**src/include/bram_writer_consts.svh**
```systemverilog
`ifndef BRAM_WRITER_CONSTS_SVH
`define BRAM_WRITER_CONSTS_SVH

// AXI4-Lite write channel widths
`define AXI_DATA_WIDTH 32
`define AXI_STRB_WIDTH 4
`define AXI_ADDR_WIDTH 16

// RAM geometry, 1024 words of 32 bits
`define BRAM_ADDR_WIDTH 10

// Byte address bit where the word address starts
`define ADDR_LSB 2

`endif

```
**src/hdl/bram_writer_pkg.sv**
```systemverilog
`default_nettype none

package bram_writer_pkg;

  // AXI write response codes as carried on bresp
  typedef enum logic [1:0] {
    OKAY   = 2'b00,  // Normal write done
    EXOKAY = 2'b01,  // Exclusive access, unused by this slave
    SLVERR = 2'b10,  // Address beyond the RAM, nothing written
    DECERR = 2'b11   // Decode error, unused by this slave
  } axi_resp_e;

endpackage

`default_nettype wire

```
**src/hdl/input_buffer.sv**
```systemverilog
`default_nettype none

module input_buffer #(
  parameter int DATA_WIDTH = 32
) (
  input  wire logic                  aclk,
  input  wire logic                  arst_n,
  input  wire logic [DATA_WIDTH-1:0] in_data,
  input  wire logic                  in_valid,
  output logic                       in_ready,
  output logic [DATA_WIDTH-1:0]      out_data,
  output logic                       out_valid,
  input  wire logic                  out_ready
);

  logic [DATA_WIDTH-1:0] skid_data;   // Beat parked while downstream stalls
  logic                  skid_valid;
  logic                  skid_load;

  // Park the incoming beat when it cannot go straight through
  assign skid_load = in_valid & ~skid_valid & ~out_ready;

  assign in_ready  = ~skid_valid;  // Registered ready
  assign out_valid = skid_valid | in_valid;
  assign out_data  = skid_valid ? skid_data : in_data;  // Parked beat goes first

  always_ff @(posedge aclk or negedge arst_n) begin
    if (!arst_n) begin
      skid_valid <= 1'b0;
    end else if (skid_valid) begin
      if (out_ready) begin
        skid_valid <= 1'b0;  // Parked beat consumed
      end
    end else if (skid_load) begin
      skid_valid <= 1'b1;
    end
  end

  always_ff @(posedge aclk) begin
    if (skid_load) begin
      skid_data <= in_data;
    end
  end

endmodule

`default_nettype wire

```
**src/hdl/output_buffer.sv**
```systemverilog
`default_nettype none

module output_buffer import bram_writer_pkg::*; #(
  parameter int DATA_WIDTH = 2
) (
  input  wire logic                  aclk,
  input  wire logic                  arst_n,
  input  wire logic [DATA_WIDTH-1:0] in_data,
  input  wire logic                  in_valid,
  output logic                       in_ready,
  output logic [DATA_WIDTH-1:0]      out_data,
  output logic                       out_valid,
  input  wire logic                  out_ready
);

  logic [DATA_WIDTH-1:0] data_q;
  logic                  valid_q;

  // Room when empty or when the held item leaves this cycle
  assign in_ready  = ~valid_q | out_ready;
  assign out_valid = valid_q;
  assign out_data  = data_q;

  always_ff @(posedge aclk or negedge arst_n) begin
    if (!arst_n) begin
      valid_q <= 1'b0;
    end else if (in_ready) begin
      valid_q <= in_valid;  // Reload on the same edge it drains
    end
  end

  // Idle output reads as OKAY until the first item arrives
  always_ff @(posedge aclk or negedge arst_n) begin
    if (!arst_n) begin
      data_q <= DATA_WIDTH'(OKAY);
    end else if (in_ready && in_valid) begin
      data_q <= in_data;
    end
  end

endmodule

`default_nettype wire

```
**src/hdl/axi_bram_writer.sv**
```systemverilog
`default_nettype none

`include "bram_writer_consts.svh"

module axi_bram_writer import bram_writer_pkg::*; (
  input  wire logic                        aclk,
  input  wire logic                        arst_n,

  input  wire logic [`AXI_ADDR_WIDTH-1:0]  awaddr,
  input  wire logic                        awvalid,
  output logic                             awready,
  input  wire logic [`AXI_DATA_WIDTH-1:0]  wdata,
  input  wire logic [`AXI_STRB_WIDTH-1:0]  wstrb,
  input  wire logic                        wvalid,
  output logic                             wready,
  output axi_resp_e                        bresp,
  output logic                             bvalid,
  input  wire logic                        bready,

  output logic [`BRAM_ADDR_WIDTH-1:0]      bram_addr,
  output logic [`AXI_DATA_WIDTH-1:0]       bram_wrdata,
  output logic [`AXI_STRB_WIDTH-1:0]       bram_we
);

  logic [`AXI_ADDR_WIDTH-1:0]                 aw_q;
  logic                                       aw_q_valid;
  logic                                       aw_pop_ready;
  logic [`AXI_STRB_WIDTH+`AXI_DATA_WIDTH-1:0] w_q;
  logic                                       w_q_valid;
  logic                                       w_pop_ready;
  logic [`AXI_STRB_WIDTH-1:0]                 w_q_strb;
  logic [`AXI_DATA_WIDTH-1:0]                 w_q_data;
  logic                                       resp_ready;
  logic                                       pop;
  logic                                       in_range;
  axi_resp_e                                  resp;
  logic [1:0]                                 bresp_raw;

  // Each side drains only when its partner is ready and the response has room
  assign aw_pop_ready = w_q_valid & resp_ready;
  assign w_pop_ready  = aw_q_valid & resp_ready;
  assign pop          = aw_q_valid & w_q_valid & resp_ready;

  assign {w_q_strb, w_q_data} = w_q;

  // Anything above the RAM's byte span is out of range
  assign in_range = (aw_q[`AXI_ADDR_WIDTH-1:`ADDR_LSB+`BRAM_ADDR_WIDTH] == '0);
  assign resp     = in_range ? OKAY : SLVERR;

  input_buffer #(
    .DATA_WIDTH (`AXI_ADDR_WIDTH)
  ) u_aw_buf (
    .aclk      (aclk),
    .arst_n    (arst_n),
    .in_data   (awaddr),
    .in_valid  (awvalid),
    .in_ready  (awready),
    .out_data  (aw_q),
    .out_valid (aw_q_valid),
    .out_ready (aw_pop_ready)
  );

  input_buffer #(
    .DATA_WIDTH (`AXI_STRB_WIDTH + `AXI_DATA_WIDTH)
  ) u_w_buf (
    .aclk      (aclk),
    .arst_n    (arst_n),
    .in_data   ({wstrb, wdata}),
    .in_valid  (wvalid),
    .in_ready  (wready),
    .out_data  (w_q),
    .out_valid (w_q_valid),
    .out_ready (w_pop_ready)
  );

  output_buffer #(
    .DATA_WIDTH (2)
  ) u_b_buf (
    .aclk      (aclk),
    .arst_n    (arst_n),
    .in_data   (resp),
    .in_valid  (pop),
    .in_ready  (resp_ready),
    .out_data  (bresp_raw),
    .out_valid (bvalid),
    .out_ready (bready)
  );

  assign bresp = axi_resp_e'(bresp_raw);

  // RAM port A, written only on the pairing edge
  assign bram_addr   = aw_q[`ADDR_LSB+`BRAM_ADDR_WIDTH-1:`ADDR_LSB];
  assign bram_wrdata = w_q_data;
  assign bram_we     = (pop && in_range) ? w_q_strb : '0;  // Dropped writes leave RAM alone

endmodule

`default_nettype wire

```
**config.mk**
```make
export PLATFORM = sky130hd
export DESIGN_NAME = axi_bram_writer
export DESIGN_NICKNAME = d
export VERILOG_FILES = /design/src/hdl/bram_writer_pkg.sv /design/src/hdl/input_buffer.sv /design/src/hdl/output_buffer.sv /design/src/hdl/axi_bram_writer.sv
export VERILOG_INCLUDE_DIRS = /design/src /design/src/include
export SDC_FILE = /design/constraint.sdc
export NUM_CORES = 1
export LEC_CHECK = 0
export ABC_AREA = 1
export BUFFER_PORTS_ARGS = -buffer_cell sky130_fd_sc_hd__buf_2
export CAP_MARGIN = 20
export CORE_MARGIN = 1.5
export CORE_UTILIZATION = 50
export CTS_CLUSTER_DIAMETER = 150
export DETAILED_ROUTE_END_ITERATION = 10
export GPL_TIMING_DRIVEN = 0
export PLACE_DENSITY_LB_ADDON = 0.05
export SLEW_MARGIN = 20
export SYNTH_ARGS = -nofsm -noshare
export SYNTH_HDL_FRONTEND = slang
export SYNTH_SLANG_ARGS = --single-unit
```
**constraint.sdc**
```tcl
create_clock -name aclk -period 9.6 [get_ports aclk]
set_input_delay 1.92 -clock aclk [delete_from_list [all_inputs] [get_ports aclk]]
set_output_delay 1.92 -clock aclk [all_outputs]
set_load 0.05 [all_outputs]
```
==> flow_summary_export.csv <==
group,metric,value,unit
critical_path,crit_slowest_cell,"buf_2",
final_layout,nets,402,
flow_run,cap_violations,0,
timing,relSlewSlack,49.76,%
timing,final_hold_viol_count,0,
timing,clock_skew,0.004391,ns
cts,cts_root_buffer,"clkbuf_8",
logic_synthesis,ys_seq_area_share,69.26,%
global_route,grt_pass1_vias,1694,
logic_synthesis,synth.top_cell.area_share,64.94,%
critical_path,arrival,2.81,ns
global_route,grt_usage,18.97,%
global_route,grt.overflow.total,0,
logic_synthesis,yosysWarnings,0,
final_layout,seq_area,0.001602,sq mm
floorplan,dieArea,0.005042,sq mm
critical_path,reg2regPathDepth,5,
global_route,gr-usage-met2,29.91,%
final_layout,final_cell_mix,"nand2_1, buf_2, edfxtp_1",
final_layout,multi_input_area,635.6,sq um
drt,wire_per_inst,11.90,microns
final_layout,layout.cells.non_filler,398,
critical_path,r2r-start,"u_aw_buf.skid_valid",
placement,place.gp.congestion,0.7585,
critical_path,cp-end-kind,"output port",
timing,finalCriticalPeriod,4.733,ns
logic_synthesis,yosys.cell_types.count,15,
cts,clk_latency,0.29,ns
final_layout,num_antenna_cells,0,
critical_path,rrSetupSlack,7.55,ns
critical_path,cp-startpoint,"wvalid",
final_layout,stdcell_area,0.003023,sq mm
critical_path,crit_end,"bram_we[2]",
placement,dp_hpwl,3676,microns
timing,timing.setup.tns,0,ns
cts,tritoncts,"yes",
cts,cts_made_buffers,5,
drt,detail_route.vias_per_cell,4.784,
timing,setup_viol,0,
floorplan,start_util,52.38,%
power,power.leakage,1.522,nW
logic_synthesis,yosysTopAreaCell,"edfxtp_1",
timing,finalCritPeriodShare,49.30,%
placement,portBuffers,104,
global_route,grt_max_degree,16,
logic_synthesis,synthCells,230,
power,design_power_total,0.0006898,W
drt,postRouteWirelength,4736,microns
outcome,outcome,"finished clean",
critical_path,cp.required,7.68,ns
cts,holdBufCountCts,0,
critical_path,worstPathCellList,"buf_2 -> inv_1 -> nand2_1 -> nand2_1 -> nor2_2 -> nand2_1 -> nor2_1 -> buf_2",
global_route,top_usage_layer,"met2",
timing,timing.fmax,0.2113,GHz
floorplan,io_pins,108,
placement,placed_area,0.002940,sq mm
cts,cts-htree-levels,2,
global_route,grt_pass1_wl,7507,microns
cts,clockBufferDepth,2,
drt,drt_iter0_markers,136,
critical_path,worst-setup-path-type,"primary input to output port",
power,vdd_drop_max,0.0001153,V
logic_synthesis,ys_ff_latch,54,
final_layout,drive_gt1_share,36.42,%
floorplan,die_w,71.01,microns
timing,grt_setup_unrepaired,"false",
timing,drv_slew,0,
final_layout,final_common_cell,"nand2_1",
floorplan,row_count,24,
placement,dp_cells,390,
cts,cts_resized,0,
floorplan,die-height,71.01,microns
global_route,use_met3,4.416,%
critical_path,critPathLaunchType,"primary input",
final_layout,areaGrowthSynthToFinish,30.74,%
cts,cts.sinks,54,
final_layout,nFillCells,382,
logic_synthesis,postSynthNetCount,287,
global_route,antenna_found_initial,0,
critical_path,r2r_end,"u_w_buf.skid_data[21]",
drt,ant_nets,0,
drt,firstDrtPassIters,4,
min_path,min_path_type,"flop to flop",
logic_synthesis,avgSynthCellArea,10.05,sq um
cts,clk_pin_slew,0.09,ns
drt,drc,0,
cts,cts_setup_buffers,0,
power,p_per_area,228.2,mW/mm^2
critical_path,worstPathMaxFanout,4,
logic_synthesis,syn_area,0.002312,sq mm
logic_synthesis,synth.area.top_cells,"edfxtp_1, nand2_1, dfrtp_1, nor2_1, mux2i_1",
critical_path,cpPeakStageDelay,0.27,ns
floorplan,core_area,0.004414,sq mm
critical_path,crit_top_cell,"nand2_1",
drt,vias,1904,
global_route,use_met1,27.19,%
timing,worstMarginPinSlew,0.7495,ns
worst max-delay path: cells and delay by family:
family	cells	cell delay [ns]
simple gates	5	0.50
buf+inv	3	0.41
flip-flops by register name (all words and copies together), names as in the netlist:
| register | count |
|---|---|
| u_w_buf.skid_data | 36 |
| u_w_buf.skid_valid | 1 |
| u_aw_buf.skid_valid | 1 |
| u_aw_buf.skid_data | 14 |
| u_b_buf.out_data | 1 |
| u_b_buf.out_valid | 1 |
cells in the mapped netlist:
cell	instances
conb_1	1
nand3_1	3
nor2_1	11
inv_1	6
edfxtp_1	50
mux2i_1	4
clkbuf_1	2
buf_2	6
nand2_1	135
buf_4	2
inv_2	2
nor3_1	1
a21oi_1	2
dfrtp_1	4
nor2_2	1
area by class of cell:
| class | instances | share of cell area, % |
|---|---|---|
| repair buffers | 108 | 18.46 |
| clock buffers | 5 | 2.276 |
| multi-input cells | 158 | 21.03 |
| plain buffers | 10 | 1.738 |
| inverters | 8 | 0.9934 |
| clock inverters | 3 | 0.3725 |
| flip-flops and latches | 54 | 52.98 |
| well taps | 52 | 2.152 |
how the worst min path moves through the flow:
stage / cells after the start / end / start
after global placement: 2 / u_b_buf.out_data[1] / u_b_buf.out_data[1]
after CTS: 2 / u_b_buf.out_data[1] / u_b_buf.out_data[1]
after global routing: 2 / u_b_buf.out_data[1] / u_b_buf.out_data[1]
after detailed placement: 2 / u_b_buf.out_data[1] / u_b_buf.out_data[1]
after floorplan: 4 / u_b_buf.out_data[1] / u_aw_buf.skid_data[12]
final: 2 / u_b_buf.out_data[1] / u_b_buf.out_data[1]
layer usage:
layer / vias to the layer above / share of wire (%)
met5: - / 0
met4: 0 / 1.0
met3: 8 / 6.4
met2: 78 / 47
met1: 854 / 46
li1: 964 / -
cells by family after synthesis:
logic type	synth area share, %
AOI/OAI and AO/OA	0.4329
and+or+nand+nor	24.84
DFF	69.26
muxes	1.732
buffers and inverters	3.571
other	0.1622
where the power goes:
| group | internal, W | total (W) | switching, W |
|---|---|---|---|
| sequential | 0.000284 | 0.000291 | 0.00000728 |
| clock | 0.0000488 | 0.000116 | 0.0000668 |
| combinational | 0.0000632 | 0.000283 | 0.000220 |
metrics by stage:
| stage | hold slack, ns | worst slack (ns) | utilization (%) |
|---|---|---|---|
| detailed placement | 0.4724 | 4.864 | 66.61 |
| finish | 0.4914 | 4.867 | 68.48 |
| global placement | 0.4655 | 3.339 | 65.65 |
| CTS | 0.4965 | 4.858 | 68.42 |
| floorplan | 0.5561 | 4.470 | - |
| global route | 0.5374 | 4.780 | 68.48 |
No activity file was read; power rests on OpenSTA's default activity.
